===== config.mk =====
export PLATFORM = sky130hd
export DESIGN_NAME = mask_lfsr
export DESIGN_NICKNAME = d
export VERILOG_FILES = /design/src/hdl/pwm_data_pkg.sv /design/src/hdl/mask_lfsr.sv
export VERILOG_INCLUDE_DIRS = /design/src /design/src/hdl
export SDC_FILE = /design/constraint.sdc
export NUM_CORES = 1
export LEC_CHECK = 0
export ABC_CLOCK_PERIOD_IN_PS = 4270
export CELL_PAD_IN_SITES_DETAIL_PLACEMENT = 1
export CELL_PAD_IN_SITES_GLOBAL_PLACEMENT = 2
export CORE_MARGIN = 5
export CORE_UTILIZATION = 45
export CTS_CLUSTER_DIAMETER = 120
export DETAILED_ROUTE_END_ITERATION = 10
export DONT_BUFFER_PORTS = 1
export HOLD_SLACK_MARGIN = 0.02
export PLACE_DENSITY = 0.93
export SYNTH_ARGS = -nofsm -noshare
export SYNTH_HDL_FRONTEND = slang
export SYNTH_SLANG_ARGS = --single-unit

===== constraint.sdc =====
create_clock -name clk -period 4.27 [get_ports clk]
set_input_delay 1.0675 -clock clk [delete_from_list [all_inputs] [get_ports clk]]
set_output_delay 1.0675 -clock clk [all_outputs]
set_load 0.01 [all_outputs]

===== src/hdl/pwm_settings.svh =====
`ifndef PWM_SETTINGS_SVH
`define PWM_SETTINGS_SVH

// ----------------------------------------------------------------------
// ML-KEM modulus and coefficient width
// ----------------------------------------------------------------------
`define PWM_Q 3329
`define PWM_COEFF_W 12

// ----------------------------------------------------------------------
// pipeline latencies in clock cycles
// ----------------------------------------------------------------------
// one masked modular multiply
`define PWM_MULT_LAT 3
// two multiplies in series, then the coefficient add and the w add
`define PWM_PIPE_LAT (2*`PWM_MULT_LAT+2)

// pair count width, so up to 255 pairs per run
`define PWM_CNT_W 8

`endif


===== src/hdl/pwm_data_pkg.sv =====
`include "pwm_settings.svh"

package pwm_data_pkg;

    // one coefficient or one share of it, always below q
    typedef logic [`PWM_COEFF_W-1:0] coeff_t;

    // two arithmetic shares, value = (s0 + s1) mod q
    typedef struct packed {
        coeff_t s0;
        coeff_t s1;
    } shared_coeff_t;

    // operands of one pairwise product beat
    typedef struct packed {
        shared_coeff_t u0;
        shared_coeff_t u1;
        shared_coeff_t v0;
        shared_coeff_t v1;
        shared_coeff_t w0;
        shared_coeff_t w1;
        shared_coeff_t zeta;
    } pwm_operand_t;

    // res0 = u0*v0 + zeta*u1*v1 and res1 = u0*v1 + u1*v0, plus w when accumulating
    typedef struct packed {
        shared_coeff_t res0;
        shared_coeff_t res1;
    } pwm_result_t;

    // fresh random masks, one per multiplier
    typedef coeff_t [4:0] mask_vec_t;

endpackage


===== src/hdl/mask_lfsr.sv =====
`timescale 1ns/1ps
`include "pwm_settings.svh"

module mask_lfsr (
    input  logic                    clk,
    input  logic                    reset_n,
    input  logic                    zeroize,
    output pwm_data_pkg::mask_vec_t masks
);
    import pwm_data_pkg::*;

    localparam logic [63:0] SEED = 64'h5a3c_96e1_0f2d_b487;
    localparam coeff_t Q = coeff_t'(`PWM_Q);
    localparam int unsigned STEP = `PWM_COEFF_W;
    localparam int unsigned NUM_MASKS = $size(mask_vec_t);
    localparam int unsigned SHIFT = NUM_MASKS * STEP;

    logic [63:0] lfsr;
    logic [63:0] lfsr_next;

    // advance past all five slices each cycle so no mask is reused
    // taps 64, 63, 61, 60 give a maximal length sequence
    always_comb begin
        lfsr_next = lfsr;
        for (int i = 0; i < SHIFT; i++) begin
            lfsr_next = {lfsr_next[62:0],
                         lfsr_next[63] ^ lfsr_next[62] ^ lfsr_next[60] ^ lfsr_next[59]};
        end
    end

    always_ff @(posedge clk or negedge reset_n) begin
        if (!reset_n) begin
            lfsr <= SEED;
        end else if (zeroize) begin
            lfsr <= SEED;
        end else begin
            lfsr <= lfsr_next;
        end
    end

    // one subtraction folds each 12-bit slice below q
    always_comb begin
        coeff_t slice;
        for (int i = 0; i < NUM_MASKS; i++) begin
            slice = lfsr[i*STEP +: STEP];
            masks[i] = (slice >= Q) ? coeff_t'(slice - Q) : slice;
        end
    end

endmodule


==> metrics list <==
* Run status: finished clean
- In the routed layout, each cell is associated on average with a via count of 5.092.
* Leakage: 2.749 nW
* Synth Area in Adders: 19.09%
- The tool flagged a number of max-cap violations equal to 0.
- Final Wtd Congestion: 0.7809
- The initial utilization of the core area, before any placement, comes to 45.41%.
- Setup repair after global routing left no endpoint under its margin.
- The share of total power dissipated in the clock network is 12.6%.
- The area growth from synthesis to layout is 7.110%.
- Synthesized-area fraction occupied by xor and xnor cells: 25.25%
- FMAX: 282.0 MHz
* Count of synthesis-stage warnings from yosys: 0
- lfsr holds more flip-flops than any other register.
* Antenna Violating Nets Remaining: 0
* Predominant post-synthesis flop cell: sky130_fd_sc_hd__dfstp_2
- The final number of max-transition violations is 0.
* Fillcell total: 1498
* Number of clock sinks: 64
- Post-synthesis register bit count: 64
- Hold-fix buffers, CTS: 0
* Worst path required time: 3.20 ns
- The number of antenna violations at the first check in global routing is 0.
- Die Span X: 125.1 microns
- Combined area of all synthesized cells: 5966 sq um
- I/O Pins: 63
- Combinational Power Share: 61.9%
- The total area inside the core boundary comes to 13140 sq um.
* Class of the tightest hold or removal check: in2async
* Share of final-layout standard cells stronger than drive strength 1: 13.66%
- Post-route cell area: 6390 sq um
- Routed wire length: 12450 microns
- Final antenna diode count: 0
- The share of the Yosys chip area taken by registers is 27.52%.
- Multiplexer share of the synthesized area: 0.7550%
- Pin count of the biggest net entering global routing: 65
* Number of flip-flops in the largest register: 64
- Post-CTS setup buffers: 0
- Net switching is 45.07% of the power.
- Power Dens Cells: 840.7 nW/um^2
* Reg clk slew, reported paths: 0.06 ns
- Of all nets on the critical path, the largest fanout is 13.
- Worst slew margin relative to its limit: 68.70%
- In the synthesized netlist the async set-or-reset flop fraction comes to 100.0%.
- Register share of total power: 25.4%
- Setup violations remaining at the end of the flow were counted as 0.
* Time the final worst path needs with I/O delays and setup: 3.546 ns
- Clock network latency to the later pin of the worst-skew pair: 0.33 ns
- Net Count, Synth: 705
* Post-synth EDFFs: 0
- After legalization and detailed placement, the total HPWL measured 9689 microns.
* # rows: 42
- For the final routed database, the setup TNS stands at 0 ns.
- Startpoint class of the critical path: register
- Number of DRC violations after detailed routing: 0
* Internal power: 2.951 mW
* Maximum number of buffers from clock root to sink: 2
- For the final database, setup skew stands at 0.008126 ns.
- Summed over all nets, the switching power comes to 2.421 mW.
- Synth Area per Inst: 9.764 sq um
- The hold violation count in the final report came to 0.
* Pre-Repair DR Iteration Count: 4
- Gates resized during post-CTS repair numbered 0.
* Total routing usage reported by global routing: 16.43%
- Wire length of the first global-routing pass: 21840 microns
- The die is 125.1 microns tall.
- Detailed-route wire length per cell: 15.74 microns
- For the pin with the worst max-slew slack, the measured transition is 0.4672 ns.
- Summing the areas of all and, or, nand and nor instances in the mapped netlist gives 13.23% of the synthesized area.
- The die covers 15660 sq um.
- Vias in the first global route: 4510
- The detailed router finished its first iteration with 84 violations.
- Gate Count Post-Synth: 611
* Critical path type: reg2out
* Dpl cell area: 6111 sq um
- Residual overflow from global routing: 0
- Depth of the CTS H-tree: 3
- The detailed router placed 4028 vias in this run.
* Worst EP arrival: 2.48 ns
- The synthesized netlist devotes 9.186% of its cell area to compound gates.
- Worst setup EP type: output pin
- Synthesis instantiated 44 different standard cells from the library.
- Largest registers: lfsr x64
* Main combinational cell family by area after synthesis: XOR/XNOR gates
- Share of the clock period used by the worst path: 83.05%
- CTS placed an instance of sky130_fd_sc_hd__clkbuf_16 at the clock tree root.
* Inserted Clock Buffers: 9
- Clock tree from TritonCTS: done
- Across the VDD grid, the largest voltage drop is 0.2832 mV.
- For this run, the post-layout net count is 704.
* Port buffer count: 0
placed cells by master (no fill, tap or decap), types with 4 or more instances in the layout:
cell type,n
sky130_fd_sc_hd__nor2b_1,4
sky130_fd_sc_hd__nand2b_1,42
sky130_fd_sc_hd__xor2_1,30
sky130_fd_sc_hd__o21ai_0,16
sky130_fd_sc_hd__o221ai_2,5
sky130_fd_sc_hd__o311ai_2,4
sky130_fd_sc_hd__o221a_2,4
sky130_fd_sc_hd__a31oi_1,8
sky130_fd_sc_hd__nand2_1,23
sky130_fd_sc_hd__and3_1,4
sky130_fd_sc_hd__or3_1,4
sky130_fd_sc_hd__nor3_1,4
sky130_fd_sc_hd__ha_1,91
sky130_fd_sc_hd__nand3_1,8
sky130_fd_sc_hd__xnor2_1,142
sky130_fd_sc_hd__a311oi_1,4
sky130_fd_sc_hd__nand3b_1,5
sky130_fd_sc_hd__a21oi_1,5
sky130_fd_sc_hd__dfrtp_1,32
sky130_fd_sc_hd__inv_1,57
sky130_fd_sc_hd__a21bo_2,4
sky130_fd_sc_hd__nor2_1,41
sky130_fd_sc_hd__mux2_2,4
sky130_fd_sc_hd__dfstp_2,32
sky130_fd_sc_hd__clkbuf_16,9
worst paths after layout:
path / start / end / slack, ns / cells after the start
min in group clk: lfsr[41] / lfsr[40] / 0.61 / 2
worst max register to register: lfsr[21] / lfsr[18] / 2.72 / 5
worst max-delay path: lfsr[1] / masks[11] / 0.72 / 7
max in group asynchronous: reset_n / lfsr[2] / 3.64 / 0
worst min-delay path: reset_n / lfsr[36] / 0.44 / 0
worst min register to register: lfsr[41] / lfsr[40] / 0.61 / 2
per-stage QoR:
step / util, % / power (mW) / hold WS (ns) / std cells / setup WS (ns)
after global placement: 46.51 / 4.605 / 0.5907 / 775 / 1.104
after detailed placement: 46.51 / 4.739 / 0.5958 / 775 / 1.042
final: 48.64 / 5.372 / 0.4356 / 791 / 0.7239
after global routing: 48.64 / 5.884 / 0.4168 / 791 / 0.5695
after CTS: 48.64 / 5.485 / 0.4226 / 791 / 0.6898
after floorplan: - / 4.136 / 0.5550 / 611 / 1.362
worst max-delay path, cell delays in order, from the launching register on:
cell and delay (ns):
sky130_fd_sc_hd__dfstp_2 0.56, sky130_fd_sc_hd__inv_1 0.11, sky130_fd_sc_hd__ha_1 0.22, sky130_fd_sc_hd__nor3b_4 0.16, sky130_fd_sc_hd__nor2b_4 0.14, sky130_fd_sc_hd__o211ai_4 0.42, sky130_fd_sc_hd__o221ai_1 0.24, sky130_fd_sc_hd__xnor2_1 0.30
area by class of cell:
| cell class | instances | area (sq um) | share of cell area, % |
|---|---|---|---|
| clock inverter | 2 | 15.01 | 0.2350 |
| clock buffer | 14 | 264.0 | 4.132 |
| tap | 176 | 220.2 | 3.446 |
| sequential | 64 | 1642 | 25.69 |
| inverter | 59 | 221.5 | 3.466 |
| multi-input combinational | 476 | 4028 | 63.03 |
layer usage:
metal / track usage [%] / wire (microns)
met4: 3.635 / 116
met3: 3.582 / 406
met2: 29.83 / 6371
met5: 0 / 0
met1: 19.92 / 5558
Yosys cell counts, types with 4 or more instances:
cell,count,area [sq um]
sky130_fd_sc_hd__dfstp_2,32,840.8
sky130_fd_sc_hd__a311oi_1,4,35.03
sky130_fd_sc_hd__a21bo_2,4,40.04
sky130_fd_sc_hd__or3_1,4,25.02
sky130_fd_sc_hd__inv_1,57,214.0
sky130_fd_sc_hd__o21ai_0,16,80.08
sky130_fd_sc_hd__clkbuf_1,7,26.28
sky130_fd_sc_hd__ha_1,91,1139
sky130_fd_sc_hd__nand2b_1,42,262.8
sky130_fd_sc_hd__and3_1,4,25.02
sky130_fd_sc_hd__a21oi_1,5,25.02
sky130_fd_sc_hd__nand3_1,8,40.04
sky130_fd_sc_hd__o311ai_2,4,65.06
sky130_fd_sc_hd__xnor2_1,142,1244
sky130_fd_sc_hd__mux2_2,4,45.04
sky130_fd_sc_hd__nand2_1,23,86.33
sky130_fd_sc_hd__nor2b_1,4,25.02
sky130_fd_sc_hd__xor2_1,30,262.8
sky130_fd_sc_hd__nand3b_1,5,37.54
sky130_fd_sc_hd__o221a_2,4,45.04
sky130_fd_sc_hd__nor3_1,4,20.02
sky130_fd_sc_hd__o221ai_2,5,75.07
sky130_fd_sc_hd__dfrtp_1,32,800.8
sky130_fd_sc_hd__nor2_1,41,153.9
sky130_fd_sc_hd__a31oi_1,8,50.05
power by group through the flow:
stage	Sequential (mW)	Clock (mW)	Combinational (mW)
floorplan	1.24	0	2.90
global placement	1.36	0	3.24
detailed placement	1.38	0	3.36
CTS	1.38	0.705	3.40
global route	1.42	0.733	3.73
finish	1.37	0.679	3.33
kinds of logic (layout without fill, tap and decap cells):
logic type / Yosys count / after routing
xor+xnor: 172 / 172
simple gates: 146 / 146
fa+ha+maj: 91 / 91
buf+inv: 71 / 75
flops: 64 / 64
compound gates: 63 / 63
mux: 4 / 4
Power figures use the tool's default switching activity.
