<file path="src/hdl/pwm_settings.svh">
`ifndef PWM_SETTINGS_SVH
`define PWM_SETTINGS_SVH

// ----------------------------------------------------------------------
// ML-KEM modulus and coefficient width
// ----------------------------------------------------------------------
`define PWM_Q 3329
`define PWM_COEFF_W 12

// ----------------------------------------------------------------------
// pipeline latencies in clock cycles
// ----------------------------------------------------------------------
// one masked modular multiply
`define PWM_MULT_LAT 3
// two multiplies in series, then the coefficient add and the w add
`define PWM_PIPE_LAT (2*`PWM_MULT_LAT+2)

// pair count width, so up to 255 pairs per run
`define PWM_CNT_W 8

`endif

</file>
<file path="src/hdl/pwm_ctrl_pkg.sv">
`include "pwm_settings.svh"

package pwm_ctrl_pkg;

    // programmed number of pairs, or a running count of them
    typedef logic [`PWM_CNT_W-1:0] pair_count_t;

    // sequencer states
    typedef enum logic [1:0] {
        IDLE,
        RUN,
        DRAIN,
        DONE
    } seq_state_t;

endpackage

</file>
<file path="src/hdl/pair_counter.sv">
`timescale 1ns/1ps

module pair_counter (
    input  logic                      clk,
    input  logic                      reset_n,
    input  logic                      zeroize,
    input  logic                      load,
    input  logic                      issue,
    input  logic                      retire,
    input  pwm_ctrl_pkg::pair_count_t num_pairs,
    output logic                      last_issued,
    output logic                      all_retired
);
    import pwm_ctrl_pkg::*;

    pair_count_t target;
    pair_count_t issued;
    pair_count_t retired;

    always_ff @(posedge clk or negedge reset_n) begin
        if (!reset_n) begin
            target  <= '0;
            issued  <= '0;
            retired <= '0;
        end else if (zeroize) begin
            target  <= '0;
            issued  <= '0;
            retired <= '0;
        end else if (load) begin
            target  <= num_pairs;
            issued  <= '0;
            retired <= '0;
        end else begin
            if (issue) begin
                issued <= issued + 1'b1;
            end
            if (retire) begin
                retired <= retired + 1'b1;
            end
        end
    end

    assign last_issued = (issued == target);

    // the result on out_valid this cycle already counts
    // so done follows the last result by one cycle
    assign all_retired = (retired == target) || (retire && (retired + 1'b1 == target));

endmodule

</file>
<file path="config.mk">
export PLATFORM = sky130hd
export DESIGN_NAME = pair_counter
export DESIGN_NICKNAME = d
export VERILOG_FILES = /design/src/hdl/pwm_ctrl_pkg.sv /design/src/hdl/pair_counter.sv
export VERILOG_INCLUDE_DIRS = /design/src /design/src/hdl
export SDC_FILE = /design/constraint.sdc
export NUM_CORES = 1
export LEC_CHECK = 0
export ABC_AREA = 1
export BUFFER_PORTS_ARGS = -buffer_cell sky130_fd_sc_hd__buf_2
export CAP_MARGIN = 20
export CORE_ASPECT_RATIO = 1.4
export CORE_MARGIN = 5
export CORE_UTILIZATION = 50
export DETAILED_ROUTE_END_ITERATION = 10
export PLACE_DENSITY = 0.67
export SETUP_SLACK_MARGIN = 0.1
export SYNTH_ARGS = -nofsm -noshare
export SYNTH_HDL_FRONTEND = slang
export SYNTH_SLANG_ARGS = --single-unit
export TNS_END_PERCENT = 50
</file>
<file path="constraint.sdc">
create_clock -name clk -period 2 [get_ports clk]
set_input_delay 0.1 -clock clk [delete_from_list [all_inputs] [get_ports clk]]
set_output_delay 0.1 -clock clk [all_outputs]
set_load 0.005 [all_outputs]
</file>
==> flow_summary.yaml, run 1 <==
clock_network:
  worstSkewPairLatency_ps: 270
  cts-root-buf: "clkbuf_8"
  cts.path.max_buffers: 2
  cts_made_buffers: 3
  clkSinkCount: 24
  path_clk_slew_ps: 90
  tritoncts: "yes"
  htree_levels: 1
synthesis:
  synth_top_area_share: 0.3825
  yosys.area.top_type: "dfrtp_1"
  yosys-top-cells-area: "dfrtp_1 (38%), nand2_1 (14%), inv_1 (7.2%)"
  synth_seq_area_share: 0.3825
  synth_area_um2: 1570
  yosys_warnings: 0
  synth_edf_count: 0
  async_flop_share: 1.000
  avgSynthCellArea_um2: 7.407
  netlist_instances: 212
  syn_nets: 228
  ys.flop_type: "dfrtp_1"
  ys_ff_latch: 24
  synth_cell_type_count: 31
power:
  power_density_nw_per_um2: 558.2
  p_sw_frac: 0.2613
  power.net_switching_uw: 256.4
  p_leak_nw: 0.8059
  p_comb_frac: 0.142
  seqPwrFrac: 0.520
  internal_power_uw: 724.8
  ir_worst_vdd_mv: 0.4011
  clockPowerShare: 0.338
worst_hold_path:
  min_path_cells: 3
  hold_class: "in -> reg"
  holdPathEnd: "target[6]"
  min-delay-start: "num_pairs[6]"
worst_setup_path:
  r2r_cells: 5
  crit_slowest_cell: "dfrtp_2"
  rr_endpoint: "retired[7]"
  worst_setup_path_start_kind: "register"
  critical-path-top-delay-family: "flip-flops"
  required_ps: 1900
  worstPathCellList: "ha_4 > inv_1 > a21oi_1 > nand3_1 > nor2_1 > nand3_1 > o21bai_2 > buf_2"
  crit_type: "reg -> out"
  r2r_slack_ps: 740
  crit_path_end_kind: "primary output"
  cp_max_fo: 5
  worst-endpoint-arrival_ps: 1650
  r2r_start: "retired[2]"
  cpMostUsedCell: "nand3_1"
  cpPeakStageDelay_ps: 460
  crit_buf_inv: 2
layout:
  fill_cells: 315
  layout-drive-gt1-share: 0.1696
  nNetsFinal: 247
  area_growth_pct: 11.95
  diodes: 0
global_routing:
  grt_max_degree: 25
  grt_pass1_wl_um: 6203
  overflow: 0
  antenna_found_initial: 0
  grt_usage: 0.1782
  grt_pass1_vias: 1421
route:
  drt_pass1_iterations: 4
  wl_per_cell_um: 13.30
  ant_nets: 0
  via_per_inst: 5.316
  drt-total-wl_um: 3577
  detail_route.drc_violations: 0
  drtIter0Drc: 41
  num_vias: 1430
run:
  cap_violations: 0
timing:
  finalCriticalPeriod_ps: 1750
  finalHoldViolCount: 0
  setup_viol: 0
  slew_violations: 0
  tightest_slew_ps: 564.2
  hold_ws_ps: 68.94
  slew_headroom: 0.6239
  rsz0062_at_grt: "false"
  period_share: 0.8752
  finClkSkew_ps: 5.086
  fin_setup_tns_ps: 0
  max_freq_mhz: 571.3
floorplanning:
  start_util: 0.5127
  die-area_um2: 4377
  placeableCoreArea_um2: 3063
  die_w_um: 57.36
  pin_count: 16
  row_count: 24
  fp.dieH_um: 76.31
placement:
  gp_congestion: 0.8041
  buffer_ports.inserted: 15
  hpwlAfterDp_um: 2814
run_status:
  status: "completed"
[kinds of logic (layout without fill, tap and decap cells)]
family | count (synthesis) | in the layout | share of synthesized area
AND/OR/NAND/NOR | 113 | 113 | 0.3634
buffers and inverters | 36 | 54 | 0.09482
AO/OA/AOI/OAI | 31 | 31 | 0.1100
flip-flops | 24 | 24 | 0.3825
XOR/XNOR | 6 | 6 | 0.03347
adder cells (fa/ha/maj) | 2 | 2 | 0.01593
[state kept, by name (all words and copies together) (netlist names)]
name and cells:
issued 8, retired 8, target 8
[final cells by class]
| type | instances | area (um2) | share of cell area |
|---|---|---|---|
| Clock buffer | 4 | 55.05 | 0.03132 |
| Inverter | 34 | 132.6 | 0.07544 |
| Multi-Input combinational cell | 152 | 833.3 | 0.4740 |
| Sequential cell | 24 | 603.1 | 0.3431 |
| Tap cell | 39 | 48.80 | 0.02776 |
| Timing Repair Buffer | 16 | 85.08 | 0.04840 |
[cell usage in the layout, fill, tap and decap left out, types with 2 or more instances in the layout]
cell type	synthesis	routed
xor2_1	2	2
nand2_2	3	3
nor2_2	2	2
o21ai_1	3	3
buf_2	1	15
o22ai_1	3	3
xnor2_1	4	4
dfrtp_2	0	2
nand3_2	2	2
nand3_1	17	17
inv_1	30	30
nand2_1	59	59
nor2_8	2	2
o21ai_0	13	13
nor2_1	7	7
dfrtp_1	24	22
a21oi_1	10	10
nand4_1	7	7
nor3_1	8	8
clkinv_1	2	2
clkbuf_8	0	4
[synth_stat cells (2+ instances only)]
cell      count
nand2_1      59
nor2_2        2
nand2_2       3
inv_1        30
o22ai_1       3
clkinv_1      2
xnor2_1       4
nor2_1        7
nand3_2       2
a21oi_1      10
xor2_1        2
nor3_1        8
nand4_1       7
dfrtp_1      24
nor2_8        2
o21ai_0      13
o21ai_1       3
ha_1          2
nand3_1      17
[routing by layer]
metal / up-vias / GRT usage / routed length (um)
li1: 721 / - / -
met1: 673 / 0.2166 / 1548
met2: 32 / 0.3133 / 1875
met3: 4 / 0.02542 / 121
met4: 0 / 0.05800 / 32
met5: - / 0 / 0
[worst reg2reg max path: cells and delay by family (launching register included)]
family,cells,cell delay [ps]
AOI/OAI and AO/OA,1,80
DFF,1,480
and+or+nand+nor,3,390
xor gates and xnor gates,1,180
[worst max-delay path by stage]
| stage | from | slack, ps | cells after the start | to |
|---|---|---|---|---|
| global placement | retired[1] | 520 | 8 | all_retired |
| global route | retired[1] | 100 | 8 | all_retired |
| CTS | retired[1] | 210 | 8 | all_retired |
| detailed placement | retired[1] | 510 | 8 | all_retired |
| floorplan | retired[1] | 710 | 7 | all_retired |
| finish | retired[1] | 250 | 8 | all_retired |
[power groups by stage]
| stage | combinational (mW) | clock (mW) | sequential, mW |
|---|---|---|---|
| floorplan | 0.0885 | 0 | 0.515 |
| global placement | 0.135 | 0 | 0.518 |
| detailed placement | 0.138 | 0 | 0.519 |
| CTS | 0.140 | 0.338 | 0.509 |
| global route | 0.158 | 0.359 | 0.512 |
| finish | 0.139 | 0.332 | 0.510 |
[stage by stage]
stage / power [mW] / instance area, um2 / utilization / worst slack [ps] / instances
finish: 0.9812 / 1758 / 0.5739 / 249.7 / 269
global route: 1.029 / 1758 / 0.5739 / 101.5 / 269
CTS: 0.9868 / 1743 / 0.5690 / 206.0 / 269
detailed placement: 0.6565 / 1678 / 0.5478 / 509.9 / 264
global placement: 0.6531 / 1678 / 0.5478 / 516.8 / 264
floorplan: 0.6037 / 1570 / - / 713.1 / 212
[repair_timing]
| item | 4_1_cts | 5_1_grt |
|---|---|---|
| setup buffers | 0 | 0 |
| endpoints found under the hold margin | 24 | 0 |
| setup endpoints to repair | 0 | 1 |
| hold buffers | 1 | 0 |
| gates resized for setup | 0 | 3 |
No activity file was read; power rests on OpenSTA's default activity.
==> run 2: changes to the inputs <==
--- a/config.mk
+++ b/config.mk
@@ -14,6 +14,7 @@
 export CORE_UTILIZATION = 50
 export DETAILED_ROUTE_END_ITERATION = 10
 export PLACE_DENSITY = 0.67
+export RECOVER_POWER = 25
 export SETUP_SLACK_MARGIN = 0.1
 export SYNTH_ARGS = -nofsm -noshare
 export SYNTH_HDL_FRONTEND = slang
==> run 2 against run 1 <==
Against the previous run:
- global-route usage unchanged
- non-clock buffer count unchanged
- sequential cell count unchanged
- via count unchanged
- utilization about the same
- sequential power about the same
- first-iteration DRC count unchanged
==> flow_summary.yaml, run 2 (synthesized netlist as in run 1, its figures left out) <==
timing:
  finalHoldViolCount: 0
  tightest_slew_ps: 1353
  setup_viol: 0
  slew_violations: 0
  slew_headroom: 0.09828
  period_share: 0.8752
  max_freq_mhz: 571.3
  fin_setup_tns_ps: 0
  setup_slack_ps: 249.7
  finalCriticalPeriod_ps: 1750
  finClkSkew_ps: 5.086
  rsz0062_at_grt: "false"
layout:
  fill_cells: 314
  area_growth_pct: 11.87
  final_cell_mix: "nand2_1 (59), inv_1 (30), dfrtp_1 (22)"
  nNetsFinal: 247
  diodes: 0
  layout_commonest_cell: "nand2_1"
  layout-drive-gt1-share: 0.1652
  largest_registers: "issued: 8 flops, retired: 8 flops, target: 8 flops"
route:
  detail_route.drc_violations: 0
  num_vias: 1430
  wl_per_cell_um: 13.29
  drtIter0Drc: 41
  drt-total-wl_um: 3575
  ant_nets: 0
  drt_pass1_iterations: 4
  via_per_inst: 5.316
placement:
  buffer_ports.inserted: 15
  place_ws_ps: 509.9
  hpwlAfterDp_um: 2814
  gp_congestion: 0.8041
power:
  power_density_nw_per_um2: 558.4
  p_leak_nw: 0.8031
  ir_worst_vdd_mv: 0.4011
worst_setup_path:
  crit_path_end_kind: "primary output"
  crit_type: "reg -> out"
  cp_max_fo: 5
  rr_endpoint: "retired[7]"
  r2r_slack_ps: 740
  worst_setup_path_start_kind: "register"
  worst-endpoint-arrival_ps: 1650
  r2r_cells: 5
  r2r_start: "retired[2]"
  required_ps: 1900
clock_network:
  clkSinkCount: 24
  htree_levels: 1
  cts-root-buf: "clkbuf_8"
  cts.path.max_buffers: 2
  cts_made_buffers: 3
  tritoncts: "yes"
  path_clk_slew_ps: 90
  cts_setup_buffers: 0
  worstSkewPairLatency_ps: 270
floorplanning:
  start_util: 0.5127
  pin_count: 16
  die_w_um: 57.36
  die-area_um2: 4377
  row_count: 24
  fp.dieH_um: 76.31
  placeableCoreArea_um2: 3063
global_routing:
  grt_pass1_wl_um: 6203
  overflow: 0
  grt_max_degree: 25
  grt_usage: 0.1782
  antenna_found_initial: 0
  grt_pass1_vias: 1421
run:
  cap_violations: 0
worst_hold_path:
  min_path_cells: 3
  holdPathEnd: "target[6]"
  hold_class: "in -> reg"
  min-delay-start: "num_pairs[6]"
run_status:
  status: "completed"
==> run 2: cell count changes in the layout (fill, tap and decap cells not counted), sizes merged <==
cell | before | now
clkbuf | 4 | 5
buf | 15 | 14
==> run 2: layer usage <==
metal,track usage,up-vias,share of wire
li1,-,721,-
met1,0.2166,673,0.43
met2,0.3133,32,0.52
met3,0.02542,4,0.036
met4,0.05800,0,0.0090
met5,0,-,0
==> run 2: metrics by stage <==
stage	utilization	instance area [um2]	hold WS (ps)	cells	total power [mW]
after floorplan	-	1570	-195.6	212	0.6037
after global placement	0.5478	1678	116.5	264	0.6531
after detailed placement	0.5478	1678	119.7	264	0.6565
after CTS	0.5690	1743	68.18	269	0.9868
after global routing	0.5735	1757	75.41	269	1.029
final	0.5735	1757	68.94	269	0.9809
==> run 2: worst max-delay path by stage <==
| stage | startpoint | endpoint | depth (start not counted) |
|---|---|---|---|
| 2_1_floorplan | retired[1] | all_retired | 7 |
| 3_3_place_gp | retired[1] | all_retired | 8 |
| 3_5_place_dp | retired[1] | all_retired | 8 |
| 4_1_cts | retired[1] | all_retired | 8 |
| 5_1_grt | retired[1] | all_retired | 8 |
| 6_report | retired[1] | all_retired | 8 |
==> run 2: area by class of cell <==
| class | instances | area (um2) | area share |
|---|---|---|---|
| clock buffer | 4 | 55.05 | 0.03134 |
| inverter | 34 | 132.6 | 0.07550 |
| multi-input combinational | 152 | 833.3 | 0.4744 |
| sequential | 24 | 603.1 | 0.3433 |
| tap | 39 | 48.80 | 0.02778 |
| timing repair buffer | 16 | 83.83 | 0.04772 |
==> run 2: critical path: stages (launching register included) <==
cell	delay, ps
dfrtp_2	460
ha_4	280
inv_1	40
a21oi_1	110
nand3_1	90
nor2_1	90
nand3_1	90
o21bai_2	110
buf_2	120
==> run 2: timing repair <==
| action | 4_1_cts | 5_1_grt |
|---|---|---|
| gates resized for setup | 0 | 3 |
| setup endpoints to repair | 0 | 1 |
| hold buffers | 1 | 0 |
| endpoints found under the hold margin | 24 | 0 |
==> run 2: where the power goes <==
group          switching (mW)  total [mW]  leakage [nW]  internal (mW)
Combinational          0.0869       0.139         0.449         0.0520
Clock                   0.156       0.332        0.0288          0.176
Sequential             0.0133       0.510         0.326          0.497
Total                   0.256       0.981         0.803          0.725
