==> config.mk <==
export PLATFORM = sky130hd
export DESIGN_NAME = pairwm_sequencer
export DESIGN_NICKNAME = d
export VERILOG_FILES = /design/src/hdl/pwm_ctrl_pkg.sv /design/src/hdl/pairwm_sequencer.sv
export VERILOG_INCLUDE_DIRS = /design/src /design/src/hdl
export SDC_FILE = /design/constraint.sdc
export NUM_CORES = 1
export LEC_CHECK = 0
export BUFFER_PORTS_ARGS = -buffer_cell sky130_fd_sc_hd__buf_2
export CAP_MARGIN = 25
export CORE_AREA = 4 4 41 43
export DETAILED_ROUTE_END_ITERATION = 16
export DIE_AREA = 0 0 45 47
export GPL_TIMING_DRIVEN = 0
export MAX_ROUTING_LAYER = met4
export PLACE_DENSITY = 0.33
export SLEW_MARGIN = 20
export SYNTH_ARGS = -nofsm -noshare
export SYNTH_HDL_FRONTEND = slang
export SYNTH_SLANG_ARGS = --single-unit
==> constraint.sdc <==
create_clock -name clk -period 1.6 [get_ports clk]
set_clock_uncertainty 0.1 [all_clocks]
set_input_delay 0.32 -clock clk [delete_from_list [all_inputs] [get_ports clk]]
set_output_delay 0.32 -clock clk [all_outputs]
set_load 0.02 [all_outputs]
==> src/hdl/pwm_settings.svh <==
`ifndef PWM_SETTINGS_SVH
`define PWM_SETTINGS_SVH

// ----------------------------------------------------------------------
// ML-KEM modulus and coefficient width
// ----------------------------------------------------------------------
`define PWM_Q 3329
`define PWM_COEFF_W 12

// ----------------------------------------------------------------------
// pipeline latencies in clock cycles
// ----------------------------------------------------------------------
// one masked modular multiply
`define PWM_MULT_LAT 3
// two multiplies in series, then the coefficient add and the w add
`define PWM_PIPE_LAT (2*`PWM_MULT_LAT+2)

// pair count width, so up to 255 pairs per run
`define PWM_CNT_W 8

`endif

==> src/hdl/pwm_ctrl_pkg.sv <==
`include "pwm_settings.svh"

package pwm_ctrl_pkg;

    // programmed number of pairs, or a running count of them
    typedef logic [`PWM_CNT_W-1:0] pair_count_t;

    // sequencer states
    typedef enum logic [1:0] {
        IDLE,
        RUN,
        DRAIN,
        DONE
    } seq_state_t;

endpackage

==> src/hdl/pairwm_sequencer.sv <==
`timescale 1ns/1ps

module pairwm_sequencer (
    input  logic clk,
    input  logic reset_n,
    input  logic zeroize,
    input  logic start,
    input  logic in_valid,
    input  logic last_issued,
    input  logic all_retired,
    output logic load,
    output logic beat_accept,
    output logic busy,
    output logic done
);
    import pwm_ctrl_pkg::*;

    seq_state_t state;
    seq_state_t state_next;

    always_ff @(posedge clk or negedge reset_n) begin
        if (!reset_n) begin
            state <= IDLE;
        end else if (zeroize) begin
            state <= IDLE;
        end else begin
            state <= state_next;
        end
    end

    always_comb begin
        state_next = state;
        case (state)
            IDLE: begin
                if (start) begin
                    state_next = RUN;
                end
            end
            RUN: begin
                // with zero pairs both flags are already set
                if (last_issued) begin
                    state_next = all_retired ? DONE : DRAIN;
                end
            end
            DRAIN: begin
                if (all_retired) begin
                    state_next = DONE;
                end
            end
            DONE: begin
                state_next = IDLE;
            end
            default: begin
                state_next = IDLE;
            end
        endcase
    end

    assign load = (state == IDLE) && start;

    // beats past the programmed count are dropped
    assign beat_accept = in_valid && (state == RUN) && !last_issued;

    assign busy = (state == RUN) || (state == DRAIN);
    assign done = (state == DONE);

endmodule

==> results.tsv, run 1 <==
stage	metric	value	unit
placed_design	place_area	279.0	sq um
detailed_routing	drt_iter0_markers	5	
pwr	leakagePower	0.2040	nW
sta	finalHoldViolations	0	
worst_setup_path	cpMaxStageDelayCell	dfrtp_1	
sta	relSlewSlack	0.8487	
sta	fin_setup_tns	0	ns
sta	rsz0062_at_grt	yes	
synth	ys_seq_elements	2	
grt	grt_use_total	0.05053	
pwr	comb_power_share	0.727	
cts	clkSinkCount	2	
layout	n_antenna_cell	0	
worst_setup_path	cp-end-kind	output pin	
synth	ys_seq_area_frac	0.2381	
sta	max_clock_freq	629.1	MHz
pwr	switchingPower	0.0003087	W
grt	grt_max_degree	5	
die	rows	13	
pwr	powerDensity	1864	nW/um^2
layout	nets	56	
synth	yosysUniqueCellTypes	15	
detailed_routing	antenna_left	0	
grt	grt_pass1_vias	219	
worst_setup_path	crit_family	flip-flops	
pwr	p_int	0.0004634	W
worst_setup_path	crit_fanout	3	
placed_design	pre_cts_ws	0.06777	ns
cts	htree_levels	1	
detailed_routing	vias_per_cell	4.207	
layout	fin_cells	58	
worst_setup_path	required	1.18	ns
pwr	swShare	0.3998	
synth	synth_warnings	0	
die	core_area	1301	sq um
synth	synth_area_per_cell	9.555	sq um
cts	cts-buffers-inserted	3	
worst_setup_path	worstSetupStartpointType	flip-flop	
worst_setup_path	max_stage_delay	0.38	ns
synth	synth.most_common_cell	ha_1	
sta	fin_crit	1.589	ns
pwr	p_clk_frac	0.136	
layout	drive_gt1_frac	0.7209	
synth	postSynthCellCount	22	
worst_hold_path	hp-class	in2reg	
die	initial_core_util	0.1615	
layout	largest_registers	state (2)	
synth	yosys_most_used_dff	dfrtp_1	
detailed_routing	post-route-drc-count	0	
layout	stdcell_area	414.1	sq um
grt	gr-total-overflow	0	
die	io_pins	11	
flow_run	max_cap_viol_count	0	
synth	synth_fp_nets	33	
pwr	vdd_drop_max	0.6748	mV
worst_setup_path	crit_type	reg2out	
detailed_routing	avgRoutedWirePerCell	10.10	um
sta	worstMarginPinSlew	0.2254	ns
die	die_w	45	um
cts	tritoncts	done	
placed_design	gp_congestion	0.7601	
pwr	pwr-share-seq	0.137	
sta	drv_slew	0	
cts	cts_max_path_buffers	2	
synth	synth-edff-count	0	
layout	ff_latch_area	51.30	sq um
placed_design	dp.cells	47	
detailed_routing	via_count	244	
layout	num-fill-cells	149	
worst_setup_path	crit_chain	inv_2, buf_6, ha_4, and2_4, buf_6	
grt	antenna_found_initial	0	
detailed_routing	firstDrtPassIters	2	
synth	synthesis.area	210.2	sq um
run_status	status	completed	
detailed_routing	routed_wl	586	um
synth	synth_top_area_frac	0.2381	
layout	area_growth	97.02	%
cts	cts-root-buf	clkbuf_4	
sta	setup_slack	0.01055	ns
synth	synthArstFlopShare	1.000	
worst_setup_path	cp_common_cell	buf_6	
placed_design	portBuffers	10	
synth	synth_area_leader_cell	dfrtp_1	
die	die_y	47	um
sta	setup_violations	0	
worst_setup_path	path_buf_inv	3	
layout	top_register	state	
layout	multi_input_area	185.2	sq um
layout	largest_reg_flops	2	
die	fp.dieArea	2115	sq um
synth	synth.area.top_cells	dfrtp_1 24%, ha_1 24%, nand2b_4 6.5%, nand2b_1 6.0%, o31ai_2 6.0%	
sta	final.period_utilization	0.9934	
cts	worstSkewPairLatency	0.22	ns
worst_setup_path	arrival	1.17	ns
cts	path_clk_slew	0.03	ns
grt	grt_pass1_wl	779	um
synth	synth_common_cells	4 x ha_1, 3 x inv_1, 2 x dfrtp_1, 2 x nand2b_1	
==> kinds of logic after synthesis <==
| logic type | after synthesis | synth area share |
|---|---|---|
| simple gates | 9 | 0.3155 |
| compound gates | 4 | 0.1548 |
| fa+ha+maj | 4 | 0.2381 |
| buf+inv | 3 | 0.05357 |
| flops | 2 | 0.2381 |
==> per-stage QoR <==
stage / power, W / util / hold WS, ns
after global placement: 0.0004334 / 0.2144 / 0.003459
after global routing: 0.0008310 / 0.3183 / 0.2111
after CTS: 0.0006390 / 0.2740 / 0.2005
after floorplan: 0.0003608 / - / -0.07559
after detailed placement: 0.0004336 / 0.2144 / 0.005535
final: 0.0007720 / 0.3183 / 0.2022
==> area by class of cell <==
type	instances	share of cell area
Clock buffer	3	0.05438
Sequential cell	2	0.1239
Inverter	3	0.02719
Tap cell	15	0.04532
Multi-Input combinational cell	17	0.4471
Timing Repair Buffer	18	0.3021
==> routing by layer <==
layer	share of wire	global-route usage	up-vias	routed length, um
met2	0.59	0.1073	5	348
met4	0	0.01754	0	0
met1	0.37	0.04762	119	215
li1	-	-	120	-
met5	0	-	-	0
met3	0.038	0	0	22
==> path summary, 6_finish.rpt <==
check,start,endpoint,slack (ns),cells after the start
max,state[1],load,0.01,5
min,zeroize,state[0],0.20,2
max reg2reg,state[0],state[0],0.10,6
min reg2reg,state[1],state[1],0.60,3
max in group asynchronous,reset_n,state[0],0.97,2
min in group asynchronous,reset_n,state[0],0.32,2
==> cell usage in the layout (no fill, tap or decap) <==
master	netlist	final
o31ai_2	1	1
nor2b_1	1	1
nand4_1	1	1
nand2b_4	1	2
a311oi_1	1	1
dfrtp_1	2	1
a21oi_1	1	1
nand3_1	1	1
buf_6	0	2
inv_2	0	2
ha_4	0	2
a31oi_1	1	1
ha_1	4	2
inv_1	3	1
and3_4	1	1
nand2b_1	2	1
clkbuf_4	0	3
buf_2	0	8
buf_4	0	7
dfrtp_2	0	1
dlygate4sd3_1	0	1
and2_4	0	1
nor2_2	0	1
==> power groups by stage <==
stage                     Sequential [W]  Clock [W]  Combinational [W]
after floorplan                0.0000964          0           0.000264
after CTS                      0.0000980   0.000110           0.000431
final                           0.000106   0.000105           0.000561
after global routing            0.000109   0.000110           0.000613
after detailed placement        0.000104          0           0.000329
after global placement          0.000105          0           0.000328
==> timing repair <==
item | 4_1_cts | 5_1_grt
buffers inserted | 5 | 2
endpoints found under the hold margin | 2 | 0
resized for setup | 5 | 9
endpoints found under the setup margin | 3 | 2
pin swaps | 0 | 1
cloned | 0 | 0
hold buffers | 1 | 0
No activity file was read; power rests on OpenSTA's default activity.
==> run 2, diff against run 1 <==
- ABC_AREA: not set -> 1
- PLACE_DENSITY: 0.33 -> 0.35
==> run 2 against run 1 <==
Net effect:
- combinational power decreased by 14%
- critical path depth is 2 lower
- count of clock-buffer cells in the layout did not move
- sequential share of layout area increased by 0.84 points
- worst hold slack better by 0.10 ns
- final area shrank 6.3%
- wire length shrank 2.7%
- first-iteration DRC count is 100% lower
- flip-flop and latch count is the same
- largest cell class unchanged
==> results.tsv, run 2 <==
stage	metric	value	unit	change
run_status	status	completed		
sta	drv_slew	0		unchanged
layout	num-fill-cells	156		+4.7%
worst_setup_path	worstSetupStartpointType	flip-flop		
synth	synth_top_area_frac	0.2198		-0.01832
pwr	vdd_drop_max	0.6127	mV	-9.2%
cts	cts_max_path_buffers	2		unchanged
layout	n_antenna_cell	0		unchanged
pwr	swShare	0.4428		+0.04298
die	core_area	1301	sq um	unchanged
grt	grt_pass1_wl	890	um	+14%
synth	synth.area.top_cells	dfrtp_1 22%, ha_1 22%, nand2_1 18%, nor2_1 13%, inv_1 9.9%		
synth	ys_seq_area_frac	0.2198		-0.01832
sta	setup_violations	0		unchanged
layout	multi_input_area	182.7	sq um	-1.4%
cts	cts-root-buf	clkbuf_4		
die	fp.dieArea	2115	sq um	unchanged
detailed_routing	avgRoutedWirePerCell	8.382	um	-17%
placed_design	gp_congestion	0.6019		-21%
die	initial_core_util	0.1750		+0.01346
die	io_pins	11		unchanged
sta	finalHoldViolations	0		unchanged
layout	area_growth	70.33	%	
flow_run	max_cap_viol_count	0		unchanged
detailed_routing	antenna_left	0		unchanged
worst_setup_path	arrival	1.13	ns	-0.04 ns
synth	synth-edff-count	0		unchanged
pwr	pwr-share-seq	0.156		+0.019
worst_setup_path	crit_fanout	4		+1
detailed_routing	firstDrtPassIters	1		-1
layout	final_cell_mix	10 x nand2_1, 8 x nor2_1, 7 x buf_2		
sta	final.period_utilization	0.9708		-0.02262
cts	htree_levels	1		unchanged
die	die_y	47	um	unchanged
layout	mostFrequentLayoutCell	nand2_1		
synth	synth_warnings	0		unchanged
synth	synth.most_common_cell	nand2_1		
synth	yosysUniqueCellTypes	8		-7
pwr	switchingPower	0.0003120	W	+1.1%
placed_design	place_area	296.5	sq um	+6.3%
synth	synthesis.area	227.7	sq um	+8.3%
detailed_routing	routed_wl	570	um	-2.7%
sta	worstMarginPinSlew	0.1247	ns	-0.1006 ns
cts	tritoncts	done		
sta	setup_slack	0.04675	ns	+0.03620 ns
cts	clkSinkCount	2		unchanged
placed_design	dp_hpwl	397.6	um	
pwr	comb_power_share	0.687		-0.040
detailed_routing	drt_iter0_markers	0		-5
synth	synth_area_leader_cell	dfrtp_1		
worst_setup_path	crit_type	reg2out		
grt	antenna_found_initial	0		unchanged
pwr	p_int	0.0003926	W	-15%
grt	grt_pass1_vias	230		+5.0%
synth	synthArstFlopShare	1.000		unchanged
grt	grt_use_total	0.06688		+0.01635
sta	relSlewSlack	0.9168		+0.06812
synth	synth_area_per_cell	6.326	sq um	-34%
synth	yosys_most_used_dff	dfrtp_1		
die	die_w	45	um	unchanged
die	rows	13		unchanged
pwr	powerDensity	1816	nW/um^2	-2.6%
layout	largest_reg_flops	2		unchanged
cts	path_clk_slew	0.03	ns	about the same
sta	max_clock_freq	643.8	MHz	+2.3%
cts	worstSkewPairLatency	0.22	ns	about the same
detailed_routing	via_count	241		-1.2%
layout	top_register	state		
placed_design	portBuffers	10		unchanged
placed_design	pre_cts_ws	0.1615	ns	+0.09370 ns
synth	ys_seq_elements	2		unchanged
cts	cts-buffers-inserted	3		unchanged
pwr	p_clk_frac	0.157		+0.021
grt	grt_max_degree	6		+1
layout	ff_latch_area	51.30	sq um	unchanged
grt	gr-total-overflow	0		unchanged
worst_setup_path	required	1.18	ns	about the same
synth	synth_fp_nets	47		+42%
layout	largest_registers	state (2)		
layout	nets	66		+18%
detailed_routing	vias_per_cell	3.544		-16%
pwr	leakagePower	0.2274	nW	+12%
layout	stdcell_area	387.9	sq um	-6.3%
detailed_routing	post-route-drc-count	0		unchanged
sta	fin_crit	1.553	ns	-0.03620 ns
layout	finish.utilization	0.2981		-0.02019
synth	synth_common_cells	11 x nand2_1, 8 x nor2_1, 6 x inv_1		
layout	drive_gt1_frac	0.4906		-0.2304
worst_setup_path	cp-end-kind	output pin		
sta	rsz0062_at_grt	yes		
synth	postSynthCellCount	36		+64%
worst_hold_path	hp-class	in2async		
[run 2: cell types whose count changed after synthesis, moves of 2 or more]
cell and change:
nand2_1 +11, nor2_1 +7, inv_1 +3, nand2_2 +3
nand2b_1 -2
[run 2: worst max-delay path, cell delays in order (launching register included)]
cell     delay [ns]
dfrtp_2        0.43
buf_4          0.14
ha_1           0.18
buf_2          0.15
[run 2: worst paths after layout]
path | startpoint | slack (ns) | end | cells after the start
setup / recovery | state[0] | 0.05 | done | 3
hold / removal | reset_n | 0.31 | state[0] | 2
setup reg to reg | state[0] | 0.30 | state[0] | 7
hold reg to reg | state[0] | 0.47 | state[0] | 2
max in group asynchronous | reset_n | 0.99 | state[0] | 2
min in group clk | zeroize | 0.33 | state[0] | 4
[run 2: power groups by stage]
stage / sequential [W] / clock [W] / combinational (W)
after CTS: 0.0000981 / 0.000121 / 0.000430
after floorplan: 0.0000988 / 0 / 0.000262
after global placement: 0.000109 / 0 / 0.000338
final: 0.000110 / 0.000111 / 0.000484
after detailed placement: 0.000107 / 0 / 0.000333
after global routing: 0.000115 / 0.000124 / 0.000554
[run 2: cell type report]
cell class,count,share of cell area
Tap cell,15,0.04839
Clock buffer,3,0.05806
Sequential cell,2,0.1323
Multi-Input combinational cell,28,0.4710
Timing Repair Buffer,14,0.2323
Inverter,6,0.05806
[run 2: timing repair]
action,CTS,global route
resized for setup,5,6
hold buffers,1,0
hold endpoints to repair,2,0
setup endpoints to repair,3,2
buffers inserted,3,0
[run 2: cell families (layout without fill, tap and decap cells)]
kind of cell	Yosys count	count (layout)	synth area share
AND/OR/NAND/NOR	23	23	0.4396
buffers and inverters	6	23	0.09889
adder cells (fa/ha/maj)	4	4	0.2198
flip-flops	2	2	0.2198
AO/OA/AOI/OAI	1	1	0.02196
[run 2: routing by layer]
metal / track usage / routed length (um) / up-vias
met1: 0.06818 / 256 / 96
met5: - / 0 / -
met3: 0.02299 / 18 / 0
li1: - / - / 139
met4: 0.08772 / 0 / 0
met2: 0.08757 / 295 / 6
[run 2: stage by stage]
stage	hold slack (ns)	setup TNS, ns	instances	power, W
2_1_floorplan	-0.07559	0	36	0.0003607
3_3_place_gp	0.007183	0	61	0.0004471
3_5_place_dp	0.005857	0	61	0.0004398
4_1_cts	0.2935	0	68	0.0006491
5_1_grt	0.3166	-0.03489	68	0.0007923
6_report	0.3068	0	68	0.0007045
==> run 3, diff against run 2 <==
- BUFFER_PORTS_ARGS: -buffer_cell sky130_fd_sc_hd__buf_2 -> -buffer_cell sky130_fd_sc_hd__clkbuf_2
==> run 3 against run 2 <==
Net effect:
- sequential share of layout area rose by 0.17 points
- final area fell by 1.3%
- clock power barely moved
- wire length fell by 5.1%
- worst hold slack improved by 0.0066 ns
==> results.tsv, run 3 (synthesized netlist as in run 2, its figures left out) <==
stage	metric	value	unit	change
pwr	leakagePower	0.2267	nW	-0.33%
layout	n_antenna_cell	0		unchanged
layout	stdcell_area	382.9	sq um	-1.3%
cts	tritoncts	done		
die	rows	13		unchanged
detailed_routing	avgRoutedWirePerCell	7.956	um	-5.1%
placed_design	gp_congestion	0.6393		+6.2%
placed_design	place_area	296.5	sq um	unchanged
layout	final_cell_mix	11 x nand2_1, 8 x nor2_1, 8 x clkbuf_2		
grt	grt_max_degree	6		unchanged
sta	setup_slack	0.04716	ns	+0.0004197 ns
worst_setup_path	worstSetupStartpointType	flip-flop		
layout	largest_reg_flops	2		unchanged
sta	fin_setup_tns	0	ns	unchanged
detailed_routing	vias_per_cell	3.500		-1.2%
cts	cts_max_path_buffers	2		unchanged
cts	cts-root-buf	clkbuf_4		
detailed_routing	routed_wl	541	um	-5.1%
placed_design	dp_hpwl	383	um	-3.7%
layout	largest_registers	state (2)		
die	die_y	47	um	unchanged
layout	mostFrequentLayoutCell	nand2_1		
detailed_routing	firstDrtPassIters	2		+1
die	core_area	1301	sq um	unchanged
worst_setup_path	crit_fanout	4		unchanged
cts	htree_levels	1		unchanged
grt	antenna_found_initial	0		unchanged
worst_setup_path	arrival	1.13	ns	about the same
pwr	vdd_drop_max	0.5996	mV	-2.1%
detailed_routing	antenna_left	0		unchanged
die	die_w	45	um	unchanged
sta	finalHoldViolations	0		unchanged
sta	final.period_utilization	0.9705		about the same
die	io_pins	11		unchanged
run_status	status	completed		
worst_setup_path	cp-end-kind	output pin		
layout	drive_gt1_frac	0.4717		-0.01887
detailed_routing	drt_iter0_markers	1		+1
grt	gr-total-overflow	0		unchanged
layout	area_growth	68.13	%	
detailed_routing	post-route-drc-count	0		unchanged
sta	drv_slew	0		unchanged
sta	rsz0062_at_grt	yes		
placed_design	dp.cells	61		unchanged
cts	clkSinkCount	2		unchanged
layout	num-fill-cells	151		-3.2%
sta	setup_violations	0		unchanged
sta	max_clock_freq	644.0	MHz	about the same
grt	grt_use_total	0.06362		-0.003263
sta	worstMarginPinSlew	0.1245	ns	-0.0002730 ns
die	fp.dieArea	2115	sq um	unchanged
layout	fin_cells	68		unchanged
sta	fin_crit	1.553	ns	-0.0004197 ns
layout	top_register	state		
cts	path_clk_slew	0.03	ns	about the same
detailed_routing	via_count	238		-1.2%
layout	nets	66		unchanged
placed_design	pre_cts_ws	0.1571	ns	-0.004365 ns
grt	grt_pass1_vias	233		+1.3%
die	initial_core_util	0.1750		unchanged
worst_hold_path	hp-class	in2async		
cts	cts-buffers-inserted	3		unchanged
worst_setup_path	crit_type	reg2out		
cts	worstSkewPairLatency	0.22	ns	about the same
flow_run	max_cap_viol_count	0		unchanged
sta	relSlewSlack	0.9170		about the same
grt	grt_pass1_wl	841	um	-5.5%
worst_setup_path	required	1.18	ns	about the same
placed_design	portBuffers	10		unchanged
pwr	powerDensity	1775	nW/um^2	-2.3%
## run 3: cell types whose count changed in the layout (fill, tap and decap cells not counted), sizes merged
cell    delta
buf        -8
clkbuf     +8
## run 3: final timing paths
path                           from       end  slack, ns  depth (start not counted)
max                        state[0]      done       0.05                          3
min                         reset_n  state[0]       0.31                          2
max reg2reg                state[0]  state[0]       0.31                          7
min in group clk            zeroize  state[0]       0.33                          4
max in group asynchronous   reset_n  state[0]       0.98                          2
min reg2reg                state[0]  state[0]       0.47                          2
## run 3: final cells by class
type,instances,area (sq um),share of cell area
clock buffers,3,22.52,0.05882
inverters,6,22.52,0.05882
multi-input cells,28,180.2,0.4706
flip-flops and latches,2,51.30,0.1340
well taps,15,18.77,0.04902
repair buffers,14,87.58,0.2288
## run 3: power by group
| group | switching, W | internal (W) | leakage [nW] | total [W] |
|---|---|---|---|---|
| logic | 0.000247 | 0.000212 | 0.188 | 0.000460 |
| registers | 0.0000308 | 0.0000784 | 0.0246 | 0.000109 |
| clock network | 0.0000281 | 0.0000827 | 0.0138 | 0.000111 |
## run 3: per-stage QoR
step                      hold slack (ns)  power (W)    util
final                              0.3134  0.0006797  0.2942
after CTS                          0.3003  0.0006363  0.2779
after global placement           0.008052  0.0004483  0.2279
after floorplan                  -0.07559  0.0003607       -
after detailed placement         0.006276  0.0004403  0.2279
after global routing               0.3179  0.0007672  0.2942
## run 3: what timing repair did
action	in CTS	in global routing
buffers inserted	3	0
resized for setup	5	6
setup endpoints to repair	3	3
hold buffers	1	0
endpoints found under the hold margin	2	0
gates cloned	0	0
## run 3: routing by layer
| layer | up-vias | routed length [um] | track usage |
|---|---|---|---|
| met5 | - | 0 | - |
| met4 | 0 | 0 | 0.08772 |
| met3 | 0 | 20 | 0.02299 |
| met2 | 6 | 296 | 0.08475 |
| met1 | 93 | 225 | 0.06136 |
| li1 | 139 | - | - |
## run 3: worst max-delay path, cell delays in order, from the launching register on
cell      delay [ns]
dfrtp_2         0.43
buf_4           0.15
ha_1            0.18
clkbuf_2        0.15
